--- src/hdc_macros.svh ---
`ifndef HDC_MACROS_SVH
`define HDC_MACROS_SVH

// hypervector chunk and feature geometry
`define HDC_HV_WIDTH      32
`define HDC_LANES         32
`define HDC_LEVEL_WIDTH   4
// signed vote counter, enough for 8 full batches
`define HDC_COUNT_WIDTH   10

// tie-break lfsr, galois right shift
`define HDC_LFSR_TAPS     32'h8020_0003

// wishbone geometry
`define HDC_WB_ADR_WIDTH  4
`define HDC_WB_DAT_WIDTH  32

// register word offsets
`define HDC_REG_CTRL       4'd0
`define HDC_REG_STATUS     4'd1
`define HDC_REG_ID_BASE    4'd2
`define HDC_REG_LEVEL_BASE 4'd3
`define HDC_REG_SEED       4'd4
`define HDC_REG_RESULT     4'd5
`define HDC_REG_LEVELS0    4'd8
`define HDC_REG_LEVELS1    4'd9
`define HDC_REG_LEVELS2    4'd10
`define HDC_REG_LEVELS3    4'd11

`endif
--- src/hdc_pkg.sv ---
`include "hdc_macros.svh"

package hdc_pkg;

    // one hypervector word
    typedef logic [`HDC_HV_WIDTH-1:0] hv_t;

    // quantized feature level
    typedef logic [`HDC_LEVEL_WIDTH-1:0] level_t;

    // active lane count, zero selects all lanes
    typedef logic [$clog2(`HDC_LANES)-1:0] lanes_t;

    // per-bit signed vote accumulator
    typedef logic signed [`HDC_COUNT_WIDTH-1:0] vote_t;

    // one vote bit from every lane
    typedef logic [`HDC_LANES-1:0] lane_bits_t;

    // batch sequencer states
    //   BIND     bound words registered
    //   ACCUM    votes applied to counters
    //   FIN      counters settled
    //   CAPTURE  sign word into result
    typedef enum logic [2:0] {
        IDLE,
        BIND,
        ACCUM,
        FIN,
        CAPTURE
    } seq_state_t;

endpackage

--- src/bind_unit.sv ---
`include "hdc_macros.svh"

module bind_unit (
    input  logic             clk,
    input  logic             reset,
    input  logic             bind_en,
    input  hdc_pkg::hv_t     id_base,
    input  hdc_pkg::hv_t     level_base,
    input  hdc_pkg::level_t  levels [`HDC_LANES],
    output hdc_pkg::hv_t     bound [`HDC_LANES]
);

    hdc_pkg::hv_t  bound_next [`HDC_LANES];

    for (genvar k = 0; k < `HDC_LANES; k++) begin : g_lane
        hdc_pkg::hv_t  id_rot;
        hdc_pkg::hv_t  flip_mask;
        logic [2*`HDC_HV_WIDTH-1:0] id_twice;

        // rotate left by lane index
        assign id_twice = {id_base, id_base} << k;
        assign id_rot = id_twice[2*`HDC_HV_WIDTH-1:`HDC_HV_WIDTH];

        // level walks away from the base two bits per step
        assign flip_mask = (hdc_pkg::hv_t'(1) << {levels[k], 1'b0}) - hdc_pkg::hv_t'(1);

        assign bound_next[k] = id_rot ^ level_base ^ flip_mask;
    end

    always_ff @(posedge clk) begin
        if (reset) begin
            for (int k = 0; k < `HDC_LANES; k++) begin
                bound[k] <= '0;
            end
        end else if (bind_en) begin
            for (int k = 0; k < `HDC_LANES; k++) begin
                bound[k] <= bound_next[k];
            end
        end
    end

endmodule

--- config.mk ---
export PLATFORM = sky130hd
export DESIGN_NAME = bind_unit
export DESIGN_NICKNAME = d
export VERILOG_FILES = /design/src/hdc_pkg.sv /design/src/bind_unit.sv
export VERILOG_INCLUDE_DIRS = /design/src
export SDC_FILE = /design/constraint.sdc
export NUM_CORES = 2
export LEC_CHECK = 0
export BUFFER_PORTS_ARGS = -buffer_cell sky130_fd_sc_hd__buf_2
export CAP_MARGIN = 15
export CORE_AREA = 2 2 469 471
export CTS_CLUSTER_SIZE = 16
export DETAILED_ROUTE_END_ITERATION = 7
export DIE_AREA = 0 0 471 473
export GPL_TIMING_DRIVEN = 0
export MAX_ROUTING_LAYER = met4
export PLACE_DENSITY = 0.58
export RECOVER_POWER = 100
export SKIP_CTS_REPAIR_TIMING = 1
export SYNTH_ARGS = -nofsm -noshare
export SYNTH_HDL_FRONTEND = slang
export SYNTH_SLANG_ARGS = --single-unit
--- constraint.sdc ---
create_clock -name clk -period 2.91 [get_ports clk]
set_input_delay 0.291 -clock clk [delete_from_list [all_inputs] [get_ports clk]]
set_output_delay 0.291 -clock clk [all_outputs]
set_load 0.05 [all_outputs]
# Word-level counts from Yosys, hierarchy flattened
# Cells that the tools add are included.
# word_totals
wordCells	160
ramBits	0
mem_count	0
register_bits	1024
mem_bits_ro	0
output_inout_bits	1024
latch_bits	0
in_bits	195
# classes
n_reduce_logical	0
div_mod_pow	0
magnitude_cmp	0
shift	32
multipliers	0
bitwise_logic	64
add_sub_neg	32
muxes	0
eq_ne	0
# ops
op	n
bitwise XOR 32 bit	64
<< shifter 1 x 5 -> 32 bit, first input constant	32
subtractor 32 x 1 -> 32 bit, second input constant	32

# Logic depth before layout (Yosys ltp)
# depth
word_depth	3
mapped_depth	9
ltp_nobuf	7

# Least setup slack after synthesis
# OpenSTA, ideal clock, no wires.
# synth_path
path_type	input port to flip-flop
from	in levels[26] in the netlist's numbering
to	reg bound[203] in the netlist's numbering
path_slack_ns	0.674
t_required_ns	2.783
arrival_time_ns	2.109
stages	7
setup_time_ns	0.127
path_buffers	2
cell_sequence	buf_2 buf_2 or4b_2 ha_1 o21ai_0 nor3_1 or3_1
# synth_via
elab_chain_cells	3
# synth_lines
element	line	rtl
from (decl)	bind_unit.sv:9	input hdc_pkg::level_t levels [`HDC_LANES],
<< shifter 1 x 5 -> 32 bit	bind_unit.sv:25	assign flip_mask = (hdc_pkg::hv_t'(1) << {levels[k], 1'b0}) - hdc_pkg::hv_t'(1);
subtractor 32 x 1 -> 32 bit	bind_unit.sv:25	
bitwise XOR 32 bit	bind_unit.sv:27	assign bound_next[k] = id_rot ^ level_base ^ flip_mask;
to (signal, indexed assignment)	bind_unit.sv:37	bound[k] <= bound_next[k];
to (decl)	bind_unit.sv:10	output hdc_pkg::hv_t bound [`HDC_LANES]
# No other way between the ends.
# A chain may end at the register's enable or synchronous reset.

# Worst setup path in the final report
# layout_path
from	in id_base[20]
to	reg bound[981] in the netlist's numbering
# layout_via
elab_chain_cells	2
# layout_lines
element	line	rtl
from (decl)	bind_unit.sv:7	input hdc_pkg::hv_t id_base,
bitwise XOR 32 bit (2 in a row)	bind_unit.sv:27	
# No other way between the ends.

==> flow_summary.json <==
{
  "run_status": "complete, but fails checks",
  "violations": "hold timing, capacitance limit, slew limit, setup timing",
  "worstHoldEndpoint": "bound[641]",
  "drt_first_iter_violations": 7826,
  "met3_usage": 0.120,
  "grt_pass1_vias": 56140,
  "grt-busiest-layer": "met2",
  "post_drt_wl_per_cell_um": 39.7,
  "io_pins": 1219,
  "synthTopCellsByArea": "dfxtp_1 (33%), xnor2_1 (25%), a211oi_1 (6.1%)",
  "die_h_um": 473,
  "syn_area_um2": 63000,
  "synth-seq-cells": 1024,
  "rsz0062_at_grt": "no",
  "globalRouteTotalUtil": 0.392,
  "r2r.worst_path.cells": 2,
  "synth_nets": 7126,
  "rows": 172,
  "nets": 8369,
  "synth_top_cell_area_share": 0.326,
  "hp-class": "primary input to register",
  "yosysMostFrequentCell": "xnor2_1",
  "finalNonFillerCells": 11171,
  "cp-start-kind": "primary input",
  "clockBufferDepth": 3,
  "slew_viol_final": 11,
  "async_reset_ff_frac": 0,
  "syn_area_per_cell_um2": 9.12,
  "yosysSeqAreaShare": 0.326,
  "yosys-top-cells-count": "xnor2_1 (1827), dfxtp_1 (1024), nor2_1 (896)",
  "relSlewSlack": -0.293,
  "cts-buffers-inserted": 132,
  "largest_reg_flops": 1024,
  "top_regs": "bound (1024)",
  "htree_levels": 4,
  "yosysUniqueCellTypes": 42,
  "grt-ovfl-total": 0,
  "ctsRootBufferMaster": "clkbuf_16",
  "setup_viol": 1,
  "num_vias": 60447,
  "power.density_nw_per_um2": 696,
  "hold_depth": 4,
  "largest_register": "bound",
  "fin_ws_ps": -18.5,
  "gr-usage-met2": 0.555,
  "drtAntennaViolNets": 0,
  "finalHoldViolCount": 3,
  "hold_start": "levels[82]",
  "tns_ps": -18.5,
  "dpl_worst_slack_ps": -225,
  "max_cap_violations": 1,
  "critPathKind": "primary input to register",
  "final.hold.worst_slack_ps": -18.0,
  "dp_cells": 10869,
  "yosys.area.top_type": "dfxtp_1",
  "place_hpwl_um": 335000,
  "reg2reg_slack_ps": 1840,
  "fin_crit_ps": 2930,
  "routed_wl_um": 443000,
  "clk_latency_ps": 840,
  "rr_endpoint": "bound[907]",
  "die_area_um2": 223000,
  "core_area_um2": 218000,
  "period_share": 1.01,
  "path_max_fanout": 10,
  "reg2reg_from": "bound[907]",
  "met1_usage": 0.476,
  "tightestPinTransition_ps": 1940,
  "required_ps": 3610,
  "grt_max_degree": 17,
  "yosysWarningCount": 0,
  "layout-drive-gt1-share": 0.108,
  "grt_pass1_wl_um": 560000,
  "p_leak_nw": 26.6,
  "worstPathArrival_ps": 3630,
  "clock_skew_ps": 0,
  "syn_to_final_growth_pct": 20.2,
  "vias_per_cell": 5.41,
  "start_util": 0.288,
  "clock.fmax_ghz": 0.341,
  "cp-end-kind": "register",
  "grt_antenna_before_repair": 75,
  "total_power_mw": 52.7,
  "cts.clk_slew.worst_paths_ps": 60,
  "gp_congestion": 0.958,
  "drc": 0,
  "ys_dominant_reg_cell": "dfxtp_1",
  "first_pass_iters": 8,
  "peakVddDrop_v": 0.000634,
  "die_w_um": 471,
  "cts.sinks": 1024,
  "synth_edf_count": 0,
  "cts_tree": "built",
  "synthCells": 6899,
  "port_buffers": 1090
}
-- routing by layer --
| metal | up-vias | wire (µm) |
|---|---|---|
| li1 | 25539 | - |
| met2 | 4069 | 182000 |
| met4 | 0 | 37100 |
| met3 | 1036 | 47400 |
| met1 | 29803 | 177000 |
| met5 | - | 0 |
-- metrics by stage --
step,cell area [µm²],utilization
3_5_place_dp,72200,0.331
6_report,75700,0.347
2_1_floorplan,63000,-
3_3_place_gp,72000,0.330
4_1_cts,76900,0.353
5_1_grt,75600,0.347
-- cells in the final DEF (no fill, tap or decap), drive strengths merged, types with 39 or more instances in the layout --
cell type,netlist,routed
buf,589,572
a211oi,512,512
o22ai,160,160
xnor2,1827,1827
and3,64,64
mux2i,320,320
nand2,62,62
clkbuf,199,1489
nor2,896,896
dfxtp,1024,1024
nor4bb,63,63
inv,32,39
o21a,64,64
o21ai,128,128
xor2,285,285
a21oi,63,63
diode,0,50
nor3,125,125
nand2b,161,161
-- worst max-delay path by stage --
stage	from	endpoint
after floorplan	levels[26]	bound[203]
after global placement	reset	bound[465]
after detailed placement	reset	bound[151]
after CTS	reset	bound[146]
after global routing	reset	bound[789]
final	id_base[20]	bound[981]
-- kinds of logic after synthesis --
| kind of cell | share of synthesized area |
|---|---|
| compound gates | 0.108 |
| xor+xnor | 0.294 |
| fa+ha+maj | 0.00636 |
| buf+inv | 0.0800 |
| flops | 0.326 |
| mux | 0.0509 |
| simple gates | 0.135 |
-- power by group --
group          internal, mW  switching (mW)
logic                  4.52            12.9
clock network          11.1            7.58
registers              15.4            1.13
total                  31.0            21.7
-- worst max-delay path: stages --
cell	delay, ps
clkbuf_4	530
clkbuf_2	950
clkbuf_2	1150
xnor2_1	200
xnor2_1	290
o22ai_1	120
-- layout make-up --
cell class | instances | area, µm²
plain buffers | 788 | 4760
diodes | 50 | 125
multi-input cells | 5055 | 37400
flip-flops and latches | 1024 | 20500
clock buffers | 174 | 3720
fillers | 23235 | 143000
well taps | 2871 | 3590
clock inverters | 68 | 1050
inverters | 32 | 120
repair buffers | 1109 | 4420
(Power assumes the default switching activity.)
