### config.mk
export PLATFORM = sky130hd
export DESIGN_NAME = encode_seq
export DESIGN_NICKNAME = d
export VERILOG_FILES = /design/src/hdc_pkg.sv /design/src/encode_seq.sv
export VERILOG_INCLUDE_DIRS = /design/src
export SDC_FILE = /design/constraint.sdc
export NUM_CORES = 1
export LEC_CHECK = 0
export BUFFER_PORTS_ARGS = -buffer_cell sky130_fd_sc_hd__buf_2
export CAP_MARGIN = 40
export CORE_ASPECT_RATIO = 0.6
export CORE_MARGIN = 4
export CORE_UTILIZATION = 40
export DETAILED_ROUTE_END_ITERATION = 6
export PLACE_DENSITY = 0.68
export SYNTH_ARGS = -nofsm -noshare
export SYNTH_HDL_FRONTEND = slang
export SYNTH_SLANG_ARGS = --single-unit
export TNS_END_PERCENT = 10
### constraint.sdc
create_clock -name clk -period 2.1 [get_ports clk]
set_clock_uncertainty 0.1 [all_clocks]
set_input_delay 0.42 -clock clk [delete_from_list [all_inputs] [get_ports clk]]
set_output_delay 0.42 -clock clk [all_outputs]
set_load 0.01 [all_outputs]
### src/hdc_macros.svh
`ifndef HDC_MACROS_SVH
`define HDC_MACROS_SVH

// hypervector chunk and feature geometry
`define HDC_HV_WIDTH      32
`define HDC_LANES         32
`define HDC_LEVEL_WIDTH   4
// signed vote counter, enough for 8 full batches
`define HDC_COUNT_WIDTH   10

// tie-break lfsr, galois right shift
`define HDC_LFSR_TAPS     32'h8020_0003

// wishbone geometry
`define HDC_WB_ADR_WIDTH  4
`define HDC_WB_DAT_WIDTH  32

// register word offsets
`define HDC_REG_CTRL       4'd0
`define HDC_REG_STATUS     4'd1
`define HDC_REG_ID_BASE    4'd2
`define HDC_REG_LEVEL_BASE 4'd3
`define HDC_REG_SEED       4'd4
`define HDC_REG_RESULT     4'd5
`define HDC_REG_LEVELS0    4'd8
`define HDC_REG_LEVELS1    4'd9
`define HDC_REG_LEVELS2    4'd10
`define HDC_REG_LEVELS3    4'd11

`endif
### src/hdc_pkg.sv
`include "hdc_macros.svh"

package hdc_pkg;

    // one hypervector word
    typedef logic [`HDC_HV_WIDTH-1:0] hv_t;

    // quantized feature level
    typedef logic [`HDC_LEVEL_WIDTH-1:0] level_t;

    // active lane count, zero selects all lanes
    typedef logic [$clog2(`HDC_LANES)-1:0] lanes_t;

    // per-bit signed vote accumulator
    typedef logic signed [`HDC_COUNT_WIDTH-1:0] vote_t;

    // one vote bit from every lane
    typedef logic [`HDC_LANES-1:0] lane_bits_t;

    // batch sequencer states
    //   BIND     bound words registered
    //   ACCUM    votes applied to counters
    //   FIN      counters settled
    //   CAPTURE  sign word into result
    typedef enum logic [2:0] {
        IDLE,
        BIND,
        ACCUM,
        FIN,
        CAPTURE
    } seq_state_t;

endpackage

### src/encode_seq.sv
`include "hdc_macros.svh"

module encode_seq (
    input  logic             clk,
    input  logic             reset,
    input  logic             cmd_update,
    input  logic             cmd_last,
    input  logic             seed_load,
    input  hdc_pkg::hv_t     seed,
    input  hdc_pkg::lanes_t  lanes_in,
    output logic             bind_en,
    output logic             update,
    output logic             last_update,
    output logic             get_fin,
    output logic             stream_v,
    output hdc_pkg::lanes_t  lanes,
    output hdc_pkg::hv_t     tie_word,
    output logic             busy,
    output logic             done
);

    hdc_pkg::seq_state_t  state;
    hdc_pkg::lanes_t      lanes_q;
    logic                 last_q;
    logic                 done_q;
    hdc_pkg::hv_t         lfsr;

    always_ff @(posedge clk) begin
        if (reset) begin
            state <= hdc_pkg::IDLE;
            lanes_q <= '0;
            last_q <= 1'b0;
            done_q <= 1'b0;
        end else begin
            done_q <= 1'b0;
            case (state)
                hdc_pkg::IDLE: begin
                    // batch parameters frozen for the whole pass
                    if (cmd_update) begin
                        lanes_q <= lanes_in;
                        last_q <= cmd_last;
                        state <= hdc_pkg::BIND;
                    end
                end
                hdc_pkg::BIND: begin
                    state <= hdc_pkg::ACCUM;
                end
                hdc_pkg::ACCUM: begin
                    if (last_q) begin
                        state <= hdc_pkg::FIN;
                    end else begin
                        state <= hdc_pkg::IDLE;
                        done_q <= 1'b1;
                    end
                end
                hdc_pkg::FIN: begin
                    state <= hdc_pkg::CAPTURE;
                end
                hdc_pkg::CAPTURE: begin
                    state <= hdc_pkg::IDLE;
                    done_q <= 1'b1;
                end
                default: begin
                    state <= hdc_pkg::IDLE;
                end
            endcase
        end
    end

    // one lfsr step per update, counters see the pre-step word
    always_ff @(posedge clk) begin
        if (reset) begin
            lfsr <= hdc_pkg::hv_t'(1);
        end else if (seed_load) begin
            lfsr <= seed;
        end else if (state == hdc_pkg::ACCUM) begin
            lfsr <= (lfsr >> 1) ^ (lfsr[0] ? `HDC_LFSR_TAPS : '0);
        end
    end

    assign bind_en = (state == hdc_pkg::BIND);
    assign update = (state == hdc_pkg::ACCUM);
    assign last_update = update && last_q;
    assign get_fin = (state == hdc_pkg::FIN);
    assign stream_v = (state == hdc_pkg::CAPTURE);
    assign busy = (state != hdc_pkg::IDLE);
    assign done = done_q;
    assign lanes = lanes_q;
    assign tie_word = lfsr;

endmodule

[Word-level counts from Yosys, hierarchy flattened]
Cells that the tools add are included.
Widths: inputs -> output; s select.
Word-level totals
  register bits after elaboration: 42
  bits in latches: 0
  memory bits (writable): 0
  memory bits (read-only): 0
  input bits: 42
  output and inout bits: 44
  word-level logic and storage cells: 24
  memories kept: 0
Cells by class
  add/sub/neg operators: 0
  $mul: 0
  divide/modulo/power cells: 0
  order comparisons: 0
  eq/ne operators: 5
  shifts and indexed selects: 0
  multiplexer cells: 8
  bitwise gates (word level): 1
  reductions and logical operators: 5
Operators with widths (number)
  $mux 32: 3
  $xor 31x32->32: 1
  $pmux 3 s4: 1
  $eq 3x2->1 const B: 2
  $eq 3x1->1 const B: 1
  $eq 3x3->1 const B: 1
  $logic_not 3->1: 1
  $mux 3: 1
  $reduce_bool 3->1: 1
  $mux 2: 1
  $ne 2x2->1 const B: 1
  $pmux 1 s2: 1
  $reduce_and 2->1: 1
  $reduce_bool 2->1: 1
  $logic_and 1x1->1: 1
  $mux 1: 1

[Longest topological paths before layout]
  depth in word-level cells: 4
  depth in mapped cells: 8
  mapped depth without buffers: 4

[Worst setup path after synthesis]
No wires, ideal clock.
  path kind: flip-flop to output port
  start: reg state[1]
  end: out last_update
  data arrival time: 1246 ps
  data required time: 1580 ps
  path slack: 334 ps
  stages on the path, launching flop included: 6
  path buffers: 3
  cells stage by stage: dfxtp_1 -> buf_4 -> or3b_1 -> buf_2 -> clkbuf_1 -> nor2_1
On the way
  word-level cells in the longest chain between the ends: 2
Ends and longest elaborated chain
  start, declared: line encode_seq.sv:22  | hdc_pkg::seq_state_t state;
  start signal, assigned: line encode_seq.sv:30  | state <= hdc_pkg::IDLE;
  start signal, assigned: line encode_seq.sv:42  | state <= hdc_pkg::BIND;
  start signal, assigned: line encode_seq.sv:46  | state <= hdc_pkg::ACCUM;
  $eq 3x2->1: line encode_seq.sv:82  | assign update = (state == hdc_pkg::ACCUM);
  $logic_and 1x1->1: line encode_seq.sv:83  | assign last_update = update && last_q;
  end, declared: line encode_seq.sv:13  | output logic last_update,
No other way between the ends.

[Worst setup path in the final report]
Same ends and word-level chain as after synthesis.

==> results.cfg <==
[floorplanning]
die_w_um = 101.3
dieArea_sq_um = 6475
fp.dieH_um = 63.95
std_cell_rows = 20
start_util_pct = 41.29
core-area_sq_um = 5055
io_pins = 86

[cts]
cts_buffers = 5
clkTransAtPathRegs_ns = 0.08
cts-htree-levels = 2
clock_path_buffers = 2
post_cts_buffers = 0
clock_sinks = 42
cts_tree = built
clk_latency_ns = 0.29
cts_root_buf = clkbuf_8

[synth]
syn_inst = 226
seq_area_frac_synth_pct = 40.29
synth_top_family_by_area = simple AND/OR/NAND/NOR gates
synth_compound_gate_area_share_pct = 20.74
ys_types = 28
synth_xor_area_share_pct = 0.8393
synth_seq_cells = 42
synth_simple_gate_area_share_pct = 23.44
syn_nets = 268
synthesis.area_sq_um = 2087
yosysWarnings = 0
synth.area.mux_share_pct = 3.357
synth_area_per_cell_sq_um = 9.235
synth_fa_ha_area_share_pct = 0

[sta]
hold_violations = 0
final_max_slew_viol_count = 0
fmax_ghz = 0.4962
timing.final.crit_share_pct = 95.97
period_needed_ns = 2.015
setup_violations = 0
worst_pin_slew_ns = 0.4689
fin_setup_tns_ns = 0
relSlewSlack_pct = 68.74
rsz0062_at_grt = no

[finish]
antennaDiodeCount = 0
nFillCells = 492
drive_gt1_share_pct = 43.51
seq_area_sq_um = 842.1
multiInputGateArea_sq_um = 1010
areaGrowthSynthToFinish_pct = 27.94
num-nets-final = 349
fin_cells = 374
layout_commonest_cell = buf_2
mostFrequentLayoutCells = buf_2 (84), nor3_1 (59), dfxtp_1 (41)

[setup_path]
critPathMaxFanout = 8
cp.arrival_ns = 1.50
r2r_start = state[0]
cp-start-kind = register
cp-startpoint = state[1]
end_kind = output pin
reg2reg_slack_ns = 0.29
required_ns = 1.58
reg2reg_to = tie_word[21]
reg2reg_depth = 5
crit_type = reg2out

[global_route]
grtUsageTotal_pct = 16.46
grt_pass1_wl_mm = 8.625
grt_pass1_vias = 1770
grt_max_degree = 42
grt_overflow = 0
antenna_found_initial = 0

[min_path]
hold_path.class = in2reg
holdPathEnd = lanes[1]
min_from = lanes_in[1]
holdPathStages = 3

[pwr]
p_leak_nw = 1.213
powerDensity_nw_per_um2 = 680.4
ir_drop_v = 0.0002890

[detailed_routing]
drt_wl_total_mm = 5.170
wire_per_inst_um = 13.82
drtIter0Drc = 42
viasPerCell = 5.142
via_count = 1923
drc = 0
drt-pass1-iter-count = 6
antenna_left = 0

[placed_design]
post-dp-hpwl_mm = 3.851
place.gp.congestion = 0.7895
dpl.cell_count = 366
portBuffers = 85

[run]
drv_cap = 0

[outcome]
status = complete, no violations
==> cell usage after synthesis <==
master | count | area (sq um)
a2111oi_2 | 26 | 390.4
a311oi_1 | 1 | 8.760
nor2b_1 | 5 | 31.28
dfxtp_1 | 42 | 840.8
or4b_1 | 2 | 20.02
clkbuf_1 | 13 | 48.80
or3b_1 | 1 | 8.760
nor3_1 | 59 | 295.3
buf_4 | 1 | 7.510
xor2_1 | 2 | 17.52
buf_8 | 2 | 30.03
nor2_1 | 10 | 37.54
o211ai_1 | 2 | 15.01
inv_1 | 27 | 101.4
a21oi_1 | 2 | 10.01
or3_1 | 1 | 6.260
buf_1 | 2 | 7.510
a2111oi_0 | 1 | 8.760
clkinv_2 | 1 | 5.000
nand2_1 | 2 | 7.510
nand3_1 | 2 | 10.01
buf_6 | 1 | 11.26
nor4b_2 | 1 | 15.01
nor4_1 | 3 | 18.77
buf_2 | 5 | 25.02
nor3b_1 | 4 | 30.03
and3b_1 | 1 | 8.760
mux2i_1 | 7 | 70.07
==> state kept, by name, indices dropped and copies added (netlist names) <==
| name | count |
|---|---|
| tie_word | 32 |
| last_q | 1 |
| done | 1 |
| lanes | 5 |
| state | 3 |
==> critical path, cell delays in order, from the launching register on <==
cell     delay [ns]
dfxtp_2        0.39
or3b_1         0.41
buf_4          0.19
nor2_1         0.08
buf_2          0.13
==> worst max-delay path by stage <==
| stage | endpoint | slack (ns) |
|---|---|---|
| 2_1_floorplan | last_update | 0.33 |
| 3_3_place_gp | tie_word[16] | 0.31 |
| 3_5_place_dp | tie_word[17] | 0.23 |
| 4_1_cts | last_update | 0.007 |
| 5_1_grt | last_update | 0.01 |
| 6_report | last_update | 0.08 |
==> cell families (layout without fill, tap and decap cells) <==
| family | count (synthesis) | after routing |
|---|---|---|
| simple gates | 91 | 91 |
| buf+inv | 52 | 134 |
| flops | 42 | 42 |
| compound gates | 32 | 32 |
| mux | 7 | 7 |
| xor+xnor | 2 | 2 |
==> routing by layer <==
| layer | GRT usage (%) | up-vias | wire (um) |
|---|---|---|---|
| met3 | 4.689 | 4 | 361 |
| met1 | 23.94 | 884 | 2566 |
| met2 | 23.78 | 58 | 2216 |
| met4 | 3.980 | 0 | 26 |
| met5 | 0 | - | 0 |
| li1 | - | 977 | - |
==> power breakdown <==
part | total [mW] | internal, mW | switching, mW | leakage, nW
Clock | 0.534 | 0.265 | 0.268 | 0.0482
Combinational | 0.374 | 0.175 | 0.199 | 0.816
Sequential | 0.909 | 0.858 | 0.0511 | 0.349
Total | 1.82 | 1.30 | 0.519 | 1.21
==> area by class of cell <==
cell class | count | area share [%]
Sequential cell | 42 | 31.54
Clock buffer | 7 | 3.233
Inverter | 28 | 3.983
Tap cell | 66 | 3.093
Multi-Input combinational cell | 132 | 37.82
Clock inverter | 1 | 0.1874
Timing Repair Buffer | 98 | 20.15
==> stage by stage <==
step | cell area, sq um | utilization [%] | power, mW | hold slack (ns) | worst slack (ns)
global placement | 2577 | 50.99 | 1.298 | 0.3679 | 0.3080
CTS | 2669 | 52.80 | 1.835 | 0.2571 | 0.006611
detailed placement | 2577 | 50.99 | 1.305 | 0.3800 | 0.2317
global route | 2670 | 52.82 | 1.912 | 0.2655 | 0.01179
floorplan | 2087 | - | 1.160 | 0.3948 | 0.3335
finish | 2670 | 52.82 | 1.817 | 0.2634 | 0.08453
==> repair_timing <==
action	4_1_cts	5_1_grt
hold buffers	0	0
setup endpoints to repair	0	2
resized for setup	0	1
Power figures use the tool's default switching activity.
