===== src/hdc_macros.svh =====
`ifndef HDC_MACROS_SVH
`define HDC_MACROS_SVH

// hypervector chunk and feature geometry
`define HDC_HV_WIDTH      32
`define HDC_LANES         32
`define HDC_LEVEL_WIDTH   4
// signed vote counter, enough for 8 full batches
`define HDC_COUNT_WIDTH   10

// tie-break lfsr, galois right shift
`define HDC_LFSR_TAPS     32'h8020_0003

// wishbone geometry
`define HDC_WB_ADR_WIDTH  4
`define HDC_WB_DAT_WIDTH  32

// register word offsets
`define HDC_REG_CTRL       4'd0
`define HDC_REG_STATUS     4'd1
`define HDC_REG_ID_BASE    4'd2
`define HDC_REG_LEVEL_BASE 4'd3
`define HDC_REG_SEED       4'd4
`define HDC_REG_RESULT     4'd5
`define HDC_REG_LEVELS0    4'd8
`define HDC_REG_LEVELS1    4'd9
`define HDC_REG_LEVELS2    4'd10
`define HDC_REG_LEVELS3    4'd11

`endif

===== src/wb_pkg.sv =====
`include "hdc_macros.svh"

package wb_pkg;

    // master to slave, classic single transfers
    typedef struct packed {
        logic                           cyc;
        logic                           stb;
        logic                           we;
        logic [`HDC_WB_ADR_WIDTH-1:0]   adr;
        logic [`HDC_WB_DAT_WIDTH-1:0]   dat;
        logic [`HDC_WB_DAT_WIDTH/8-1:0] sel;
    } wb_req_t;

    // slave to master
    typedef struct packed {
        logic                           ack;
        logic [`HDC_WB_DAT_WIDTH-1:0]   dat;
    } wb_rsp_t;

endpackage


===== src/hdc_pkg.sv =====
`include "hdc_macros.svh"

package hdc_pkg;

    // one hypervector word
    typedef logic [`HDC_HV_WIDTH-1:0] hv_t;

    // quantized feature level
    typedef logic [`HDC_LEVEL_WIDTH-1:0] level_t;

    // active lane count, zero selects all lanes
    typedef logic [$clog2(`HDC_LANES)-1:0] lanes_t;

    // per-bit signed vote accumulator
    typedef logic signed [`HDC_COUNT_WIDTH-1:0] vote_t;

    // one vote bit from every lane
    typedef logic [`HDC_LANES-1:0] lane_bits_t;

    // batch sequencer states
    //   BIND     bound words registered
    //   ACCUM    votes applied to counters
    //   FIN      counters settled
    //   CAPTURE  sign word into result
    typedef enum logic [2:0] {
        IDLE,
        BIND,
        ACCUM,
        FIN,
        CAPTURE
    } seq_state_t;

endpackage


===== src/wb_regs.sv =====
`include "hdc_macros.svh"

module wb_regs (
    input  logic             clk,
    input  logic             reset,
    input  wb_pkg::wb_req_t  wb_req,
    output wb_pkg::wb_rsp_t  wb_rsp,
    input  logic             busy,
    input  logic             done,
    input  hdc_pkg::hv_t     result,
    output hdc_pkg::hv_t     id_base,
    output hdc_pkg::hv_t     level_base,
    output hdc_pkg::level_t  levels [`HDC_LANES],
    output hdc_pkg::lanes_t  lanes,
    output logic             cmd_update,
    output logic             cmd_last,
    output logic             seed_load,
    output hdc_pkg::hv_t     seed
);

    localparam int NIB_PER_WORD = `HDC_HV_WIDTH / `HDC_LEVEL_WIDTH;

    logic            ack_q;
    hdc_pkg::hv_t    rdata_q;
    logic            done_flag;
    hdc_pkg::hv_t    level_regs [`HDC_LANES / NIB_PER_WORD];
    hdc_pkg::hv_t    ctrl_rd;
    hdc_pkg::hv_t    ctrl_wr;
    hdc_pkg::hv_t    rd_word;
    logic            req_valid;
    logic            wr;
    logic            rd;

    function automatic hdc_pkg::hv_t merge_bytes(input hdc_pkg::hv_t old_word,
                                                 input hdc_pkg::hv_t new_word,
                                                 input logic [3:0] sel);
        hdc_pkg::hv_t merged;
        merged = old_word;
        for (int b = 0; b < 4; b++) begin
            if (sel[b]) begin
                merged[8*b +: 8] = new_word[8*b +: 8];
            end
        end
        return merged;
    endfunction

    // one request per ack, no back-to-back sampling
    assign req_valid = wb_req.cyc && wb_req.stb && !ack_q;
    assign wr = req_valid && wb_req.we;
    assign rd = req_valid && !wb_req.we;

    // ctrl readback, command bit always reads 0
    always_comb begin
        ctrl_rd = '0;
        ctrl_rd[1] = cmd_last;
        ctrl_rd[12:8] = lanes;
    end
    assign ctrl_wr = merge_bytes(ctrl_rd, wb_req.dat, wb_req.sel);

    always_comb begin
        case (wb_req.adr)
            `HDC_REG_CTRL:       rd_word = ctrl_rd;
            `HDC_REG_STATUS:     rd_word = {30'b0, done_flag, busy};
            `HDC_REG_ID_BASE:    rd_word = id_base;
            `HDC_REG_LEVEL_BASE: rd_word = level_base;
            `HDC_REG_SEED:       rd_word = seed;
            `HDC_REG_RESULT:     rd_word = result;
            `HDC_REG_LEVELS0:    rd_word = level_regs[0];
            `HDC_REG_LEVELS1:    rd_word = level_regs[1];
            `HDC_REG_LEVELS2:    rd_word = level_regs[2];
            `HDC_REG_LEVELS3:    rd_word = level_regs[3];
            default:             rd_word = '0;
        endcase
    end

    always_ff @(posedge clk) begin
        if (reset) begin
            ack_q <= 1'b0;
            rdata_q <= '0;
            done_flag <= 1'b0;
            cmd_update <= 1'b0;
            cmd_last <= 1'b0;
            lanes <= '0;
            seed_load <= 1'b0;
            seed <= '0;
            id_base <= '0;
            level_base <= '0;
            for (int n = 0; n < `HDC_LANES / NIB_PER_WORD; n++) begin
                level_regs[n] <= '0;
            end
        end else begin
            ack_q <= req_valid;
            cmd_update <= 1'b0;
            seed_load <= 1'b0;
            if (rd) begin
                rdata_q <= rd_word;
            end
            // sticky done, a new done wins over the clearing read
            if (done) begin
                done_flag <= 1'b1;
            end else if (rd && wb_req.adr == `HDC_REG_STATUS) begin
                done_flag <= 1'b0;
            end
            if (wr) begin
                case (wb_req.adr)
                    `HDC_REG_CTRL: begin
                        // whole write dropped while a batch is in flight
                        if (!busy) begin
                            cmd_update <= ctrl_wr[0];
                            cmd_last <= ctrl_wr[1];
                            lanes <= ctrl_wr[12:8];
                        end
                    end
                    `HDC_REG_ID_BASE: begin
                        id_base <= merge_bytes(id_base, wb_req.dat, wb_req.sel);
                    end
                    `HDC_REG_LEVEL_BASE: begin
                        level_base <= merge_bytes(level_base, wb_req.dat, wb_req.sel);
                    end
                    `HDC_REG_SEED: begin
                        seed <= merge_bytes(seed, wb_req.dat, wb_req.sel);
                        seed_load <= 1'b1;
                    end
                    `HDC_REG_LEVELS0: begin
                        level_regs[0] <= merge_bytes(level_regs[0], wb_req.dat, wb_req.sel);
                    end
                    `HDC_REG_LEVELS1: begin
                        level_regs[1] <= merge_bytes(level_regs[1], wb_req.dat, wb_req.sel);
                    end
                    `HDC_REG_LEVELS2: begin
                        level_regs[2] <= merge_bytes(level_regs[2], wb_req.dat, wb_req.sel);
                    end
                    `HDC_REG_LEVELS3: begin
                        level_regs[3] <= merge_bytes(level_regs[3], wb_req.dat, wb_req.sel);
                    end
                    default: begin
                    end
                endcase
            end
        end
    end

    // lane 8n+j sits in nibble j of LEVELS n
    for (genvar k = 0; k < `HDC_LANES; k++) begin : g_levels
        assign levels[k] =
            level_regs[k / NIB_PER_WORD][(k % NIB_PER_WORD) * `HDC_LEVEL_WIDTH +: `HDC_LEVEL_WIDTH];
    end

    assign wb_rsp.ack = ack_q;
    assign wb_rsp.dat = rdata_q;

endmodule


===== config.mk =====
export PLATFORM = sky130hd
export DESIGN_NAME = wb_regs
export DESIGN_NICKNAME = d
export VERILOG_FILES = /design/src/wb_pkg.sv /design/src/hdc_pkg.sv /design/src/wb_regs.sv
export VERILOG_INCLUDE_DIRS = /design/src
export SDC_FILE = /design/constraint.sdc
export NUM_CORES = 1
export LEC_CHECK = 0
export ABC_AREA = 0
export BUFFER_PORTS_ARGS = -buffer_cell sky130_fd_sc_hd__buf_4
export CORE_UTILIZATION = 55
export DETAILED_ROUTE_END_ITERATION = 10
export PLACE_DENSITY = 0.84
export SYNTH_ARGS = -nofsm -noshare
export SYNTH_HDL_FRONTEND = slang
export SYNTH_SLANG_ARGS = --single-unit
export TNS_END_PERCENT = 100

===== constraint.sdc =====
create_clock -name clk -period 4 [get_ports clk]
set_clock_uncertainty 0.1 [all_clocks]
set_input_delay 0.2 -clock clk [delete_from_list [all_inputs] [get_ports clk]]
set_output_delay 0.2 -clock clk [all_outputs]
set_load 0.005 [all_outputs]

== After elaboration in Yosys (flattened, before gate mapping) ==
Memory sizes are Yosys's and may differ from the RTL's.
Cells that the tools add are included.
Word-level totals
  register bits: 138
  bits in writable memories: 128
  output and inout port bits: 265
  memories kept: 1
Operators by class
  eq/ne operators: 9
  muxes and demuxes: 90
  bitwise gates (word level): 8
  reductions and logical operators: 25
Memory list
  level_regs: depth 4, width 32, rd ports 4, clocked after Yosys merged registers in 0, wr ports 4, RTL line wb_regs.sv:26  | hdc_pkg::hv_t level_regs [`HDC_LANES / NIB_PER_WORD];
Operators with widths (number)
  8-bit 2-to-1 mux: 64
  32-bit case mux with 10 select lines: 1
  32-bit 2-to-1 mux: 4
  3-bit AND reduction: 12
  1-bit 2-to-1 mux: 21
  4-bit == test (second input constant): 4
  4-bit by 2-bit == test with 1-bit output (second input constant): 2
  4-bit by 3-bit == test with 1-bit output (second input constant): 2
  4-bit AND reduction: 2
  1-bit logical AND: 5
  5-bit OR reduction: 1
  4-bit by 1-bit == test with 1-bit output (second input constant): 1
  4-bit logical NOT: 1
  1-bit NOT: 4
  1-bit bitwise OR: 4
  1-bit logical NOT: 2
  2-bit nonzero test: 1
  2-bit OR reduction: 1

== Logic depth before layout (Yosys ltp) ==
Gate-level depths: netlist of run 1.
  depth after elaboration: 7
  gate-level depth with buffers: 9
  gate-level depth less buffers: 5

== Least setup slack after synthesis of run 1 ==
OpenSTA, ideal clock, no wires.
  path type: flip-flop to flip-flop
  from: register ack_q
  to: memory level_regs[3][16] (netlist name), enable pin
  setup time: 0.326 ns
  arrival: 1.487 ns
  required time: 3.574 ns
  setup slack: 2.087 ns
  cell stages (with the launch flop): 7
  cells stage by stage: dfxtp_1 -> and4b_1 -> clkbuf_1 -> and2_1 -> buf_2 -> buf_2 -> a21o_1
RTL lines
  start, declared: RTL line wb_regs.sv:23  | logic ack_q;
  start signal, assigned: RTL line wb_regs.sv:92  | ack_q <= req_valid;
  end, declared: RTL line wb_regs.sv:26

==> results.cfg, run 1 <==
[timing]
finalHoldViolCount = 0
final.setup.worst_slack_ns = 1.23
tightest_slew_ns = 1.16
fmax_mhz = 361
final.min_clock_period_ns = 2.77
finalCritPeriodShare = 0.692
rsz0062_at_grt = false
tns_ns = 0
slew-limit-headroom = 0.222
drv_slew = 0
setup_violations = 0

[die]
dieWidth_um = 150
pin_count = 344
die_h_um = 150
design.die.area_um2 = 22400
initial_core_util = 0.566
placementRows = 53
coreArea_um2 = 21200

[route]
ant_nets = 0
vias = 12300
vias_per_cell = 6.64
drtIter0Drc = 1809
wl_per_cell_um = 26.5
dr.pass1.iters = 7
drt-total-wl_um = 48900
drt_drc_violations_left = 0

[clock_network]
cts_root_buffer = clkbuf_16
clock_latency_ns = 0.54
post_cts_buffers = 0
ctsHtreeMaxLevel = 1
cts_sinks = 266
cts_tree = yes
numCtsBuffers = 27
clock_path_buffers = 3
clk_pin_slew_worst_paths_ns = 0.06

[power_and_ir_drop]
irDropWorstVdd_mv = 0.324
p_leak_nw = 6.36
p_per_area_nw_per_um2 = 378
power_mw = 6.08

[layout]
nNetsFinal = 1633
drive_gt1_frac = 0.284
antenna_cells = 0
syn2layout_area_growth_pct = 34.4
finish.utilization = 0.761

[setup_path]
crit_chain = dlygate4sd3_1 > buf_4 > nand2_1 > dlygate4sd3_1 > nor3_1 > nand2_1 > nor2_2 > buf_4 > and2_1
cp.required_ns = 4.30
path_max_fanout = 21
worstRegToRegCells = 5
worstReg2RegStart = ack_q
slowest_delay_ns = 0.56
slowest_stage = dlygate4sd3_1
critPathLaunch = wb_req[41]
critical_path_class = in -> reg
crit_path_end_kind = flop
critPathLaunchType = primary input
cp.arrival_ns = 3.07

[grt]
grt_max_degree = 68
grt_pass1_vias = 11600
overflow = 0
antenna_found_initial = 1
track_usage = 0.427
grt_pass1_wl_um = 70100

[placement]
gp_congestion = 0.962
hpwl_um = 33100
detailedPlace.worstSlack_ns = 1.24
io_buffers = 343

[worst_hold_path]
whs_path_depth = 5
hold_path_class = in -> reg
hold_start = result[13]

[synth]
synth_cell_types = 57
avgSynthCellArea_um2 = 10.1
ys_ff_latch = 266
synth_edf_count = 128
synthFlopType = dfxtp_1
syn_inst = 1190
synth_area_um2 = 12000
yosysSeqAreaShare = 0.552
ys_warn_count = 0
async_flop_share = 0
synth.net_count = 1269

[job]
cap_violations = 0

[run_status]
status = complete, no violations
-- power breakdown --
part           internal [mW]  switching [mW]  total, mW
clock network           1.47            1.07       2.54
logic                  0.235           0.349      0.584
registers               2.91          0.0512       2.96
total                   4.62            1.47       6.08
-- repair_timing --
action | 4_1_cts | 5_1_grt
hold buffers | 46 | 0
endpoints found under the setup margin | 0 | 0
endpoints found under the hold margin | 243 | 0
gates resized for setup | 0 | 0
-- Yosys cell counts (16+ instances only) --
cell type / count / share of area
buf_2: 39 / 0.016
edfxtp_1: 128 / 0.32
a22oi_1: 51 / 0.032
nand2_1: 179 / 0.056
nand3_1: 94 / 0.039
o22ai_1: 18 / 0.0094
o21ai_0: 19 / 0.0079
a22o_1: 29 / 0.021
clkbuf_1: 41 / 0.013
mux2i_1: 30 / 0.025
nor2_1: 27 / 0.0085
and2_1: 136 / 0.071
a32oi_1: 16 / 0.012
dfxtp_1: 138 / 0.23
a21oi_1: 111 / 0.046
-- final timing paths --
check,end,slack (ns)
setup / recovery,level_regs[0][12],1.23
hold / removal,rdata_q[13],0.04
setup reg to reg,rdata_q[21],1.44
hold reg to reg,rdata_q[13],0.35
-- registers in the layout (all words and copies together), names as in the netlist --
name / flops
ack_q: 1
level_base: 32
rdata_q: 32
lanes: 5
cmd_last: 1
seed_load: 1
level_regs: 128
id_base: 32
done_flag: 1
cmd_update: 1
seed: 32
-- through the flow --
| step | cell area (µm²) | hold WS, ns | std cells |
|---|---|---|---|
| after floorplan | 12000 | 0.189 | 1190 |
| after global placement | 14800 | 0.330 | 1754 |
| after detailed placement | 14800 | 0.341 | 1754 |
| after CTS | 16100 | 0.0349 | 1847 |
| after global routing | 16100 | 0.0658 | 1847 |
| final | 16100 | 0.0380 | 1847 |
-- cell usage in the layout (no fill, tap or decap), types with 5 or more instances in the layout --
cell type,count
buf_4,382
nand2_1,179
dfxtp_1,138
and2_1,136
edfxtp_1,128
a21oi_1,111
nand3_1,94
a22oi_1,51
dlygate4sd3_1,46
mux2i_1,30
a22o_1,29
clkbuf_16,27
nor2_1,23
o21ai_0,19
o22ai_1,18
a32oi_1,16
o21bai_1,12
o221ai_1,10
a211oi_1,10
nor2b_1,7
mux2_2,7
nand2b_1,6
a21o_1,5
nor2_2,5
clkinv_2,5
clkinv_1,5
-- logic make-up (layout without fill, tap and decap cells) --
group,Yosys count,after routing,synth area share
buffers and inverters,96,478,0.0389
multiplexers,37,37,0.0317
AND/OR/NAND/NOR,480,480,0.204
AO/OA/AOI/OAI,311,311,0.173
flip-flops,266,266,0.552
-- area by class of cell --
cell class | instances | area, µm²
flip-flops and latches | 266 | 6610
fillers | 1435 | 5060
multi-input cells | 828 | 4920
repair buffers | 429 | 3350
clock buffers | 34 | 732
well taps | 275 | 344
clock inverters | 13 | 134
inverters | 2 | 7.51
-- worst max-delay path, delay by kind of cell --
kind	cells	cell delay [ns]
simple gates	5	1.19
buf+inv	4	1.65
-- layer usage --
| metal | share of wire | up-vias | global-route usage |
|---|---|---|---|
| met4 | 0.067 | 2 | 0.257 |
| met1 | 0.33 | 5654 | 0.523 |
| li1 | - | 5078 | - |
| met3 | 0.16 | 279 | 0.125 |
| met2 | 0.45 | 1246 | 0.665 |
| met5 | 0.00027 | - | 0 |
Power figures use the tool's default switching activity.
==> run 2, diff against run 1 <==
- CORE_UTILIZATION: 55 -> 52
- PLACE_DENSITY: 0.84 -> 0.8
- clock period: 4 -> 2.65 ns (I/O delays scaled with it)
==> results.cfg, run 2 (synthesis results as in run 1) <==
[setup_path]
path_max_fanout = 25
cp.required_ns = 2.97
worstRegToRegCells = 7
crit_path_end_kind = flop
cp.arrival_ns = 2.80
r2r_setup_slack_ns = 0.17
reg2reg_to = seed[12]
critPathLaunch = ack_q
worstReg2RegStart = ack_q
critPathLaunchType = flop
critical_path_class = reg -> reg

[layout]
n_fill_cell = 1684
largest_reg_flops = 128
finish.utilization = 0.726
syn2layout_area_growth_pct = 37.3
final_cells = 1896
final_cell_mix = buf_4 (401), nand2_1 (177), dfxtp_1 (138), and2_1 (136), edfxtp_1 (128)
regMostFlops = level_regs
stdcell_area_um2 = 16400
final_common_cell = buf_4
nNetsFinal = 1670
drive_gt1_frac = 0.291

[route]
drt_drc_violations_left = 0
vias = 12200
wl_per_cell_um = 26.0
vias_per_cell = 6.42
drtIter0Drc = 1638
drt-total-wl_um = 49200
dr.pass1.iters = 8
ant_nets = 0

[grt]
grt_pass1_wl_um = 71400
grt_pass1_vias = 11500
grt_max_degree = 61
antenna_found_initial = 1
track_usage = 0.405
overflow = 0

[power_and_ir_drop]
irDropWorstVdd_mv = 0.535
p_per_area_nw_per_um2 = 554
power_mw = 9.11
p_leak_nw = 6.56

[clock_network]
clk_pin_slew_worst_paths_ns = 0.07
post_cts_buffers = 0
cts_tree = yes
clock_path_buffers = 3
ctsHtreeMaxLevel = 1
numCtsBuffers = 27
clock_latency_ns = 0.54
cts_root_buffer = clkbuf_16
cts_sinks = 266

[placement]
gp_congestion = 0.930
placed_cell_area_um2 = 14900
hpwl_um = 34000
io_buffers = 343
detailedPlace.worstSlack_ns = 0.339
dp.cells = 1783

[die]
initial_core_util = 0.529
placementRows = 55
die_h_um = 154
coreArea_um2 = 22600
pin_count = 344
design.die.area_um2 = 23600
dieWidth_um = 154

[timing]
final.min_clock_period_ns = 2.48
tns_ns = 0
rsz0062_at_grt = false
setup_violations = 0
tightest_slew_ns = 1.10
final.setup.worst_slack_ns = 0.166
whs_ns = 0.00591
slew-limit-headroom = 0.262
finalHoldViolCount = 0
fmax_mhz = 403
finalCritPeriodShare = 0.937
drv_slew = 0

[worst_hold_path]
whs_path_depth = 4
hold_start = result[21]
hold_path_class = in -> reg
hold_end = rdata_q[21]

[run_status]
status = complete, no violations

[job]
cap_violations = 0
run 2: final cells by class:
type | instances | area (µm²) | area share
flip-flops and latches | 266 | 6610 | 0.402
multi-input cells | 828 | 4930 | 0.300
inverters | 2 | 7.51 | 0.000457
repair buffers | 466 | 3670 | 0.223
diodes | 1 | 2.50 | 0.000152
clock buffers | 43 | 816 | 0.0496
clock inverters | 5 | 47.5 | 0.00289
well taps | 285 | 357 | 0.0217
run 2: worst max path at each step:
stage,end,slack (ns),cells after the start
floorplan,level_regs[3][16],0.74,6
global placement,rdata_q[15],0.36,7
detailed placement,rdata_q[15],0.34,7
CTS,id_base[2],0.11,8
global route,id_base[2],0.07,8
finish,seed[12],0.17,7
run 2: timing repair:
action / in CTS / in global routing
gates resized for setup: 0 / 2
hold endpoints to repair: 252 / 0
setup endpoints to repair: 0 / 5
hold buffers: 64 / 0
run 2: critical path, cell delays in order, from the launching register on:
cell	delay [ns]
dfxtp_1	0.34
and4b_1	0.33
and2_1	0.17
buf_4	0.29
nand2_1	0.32
nand2_1	0.15
a21oi_1	0.07
dlygate4sd3_1	0.60
run 2: metal layers:
metal | wire length, µm | global-route usage | vias to the layer above
li1 | - | - | 5141
met3 | 6910 | 0.0967 | 207
met5 | 0 | 0 | -
met4 | 2730 | 0.210 | 0
met1 | 16900 | 0.506 | 5736
met2 | 22700 | 0.655 | 1093
run 2: where the power goes:
group          internal [mW]  total (mW)  switching (mW)
clock                   2.19        3.74            1.55
sequential              4.39        4.47          0.0759
combinational          0.378       0.907           0.529
total                   6.95        9.11            2.15
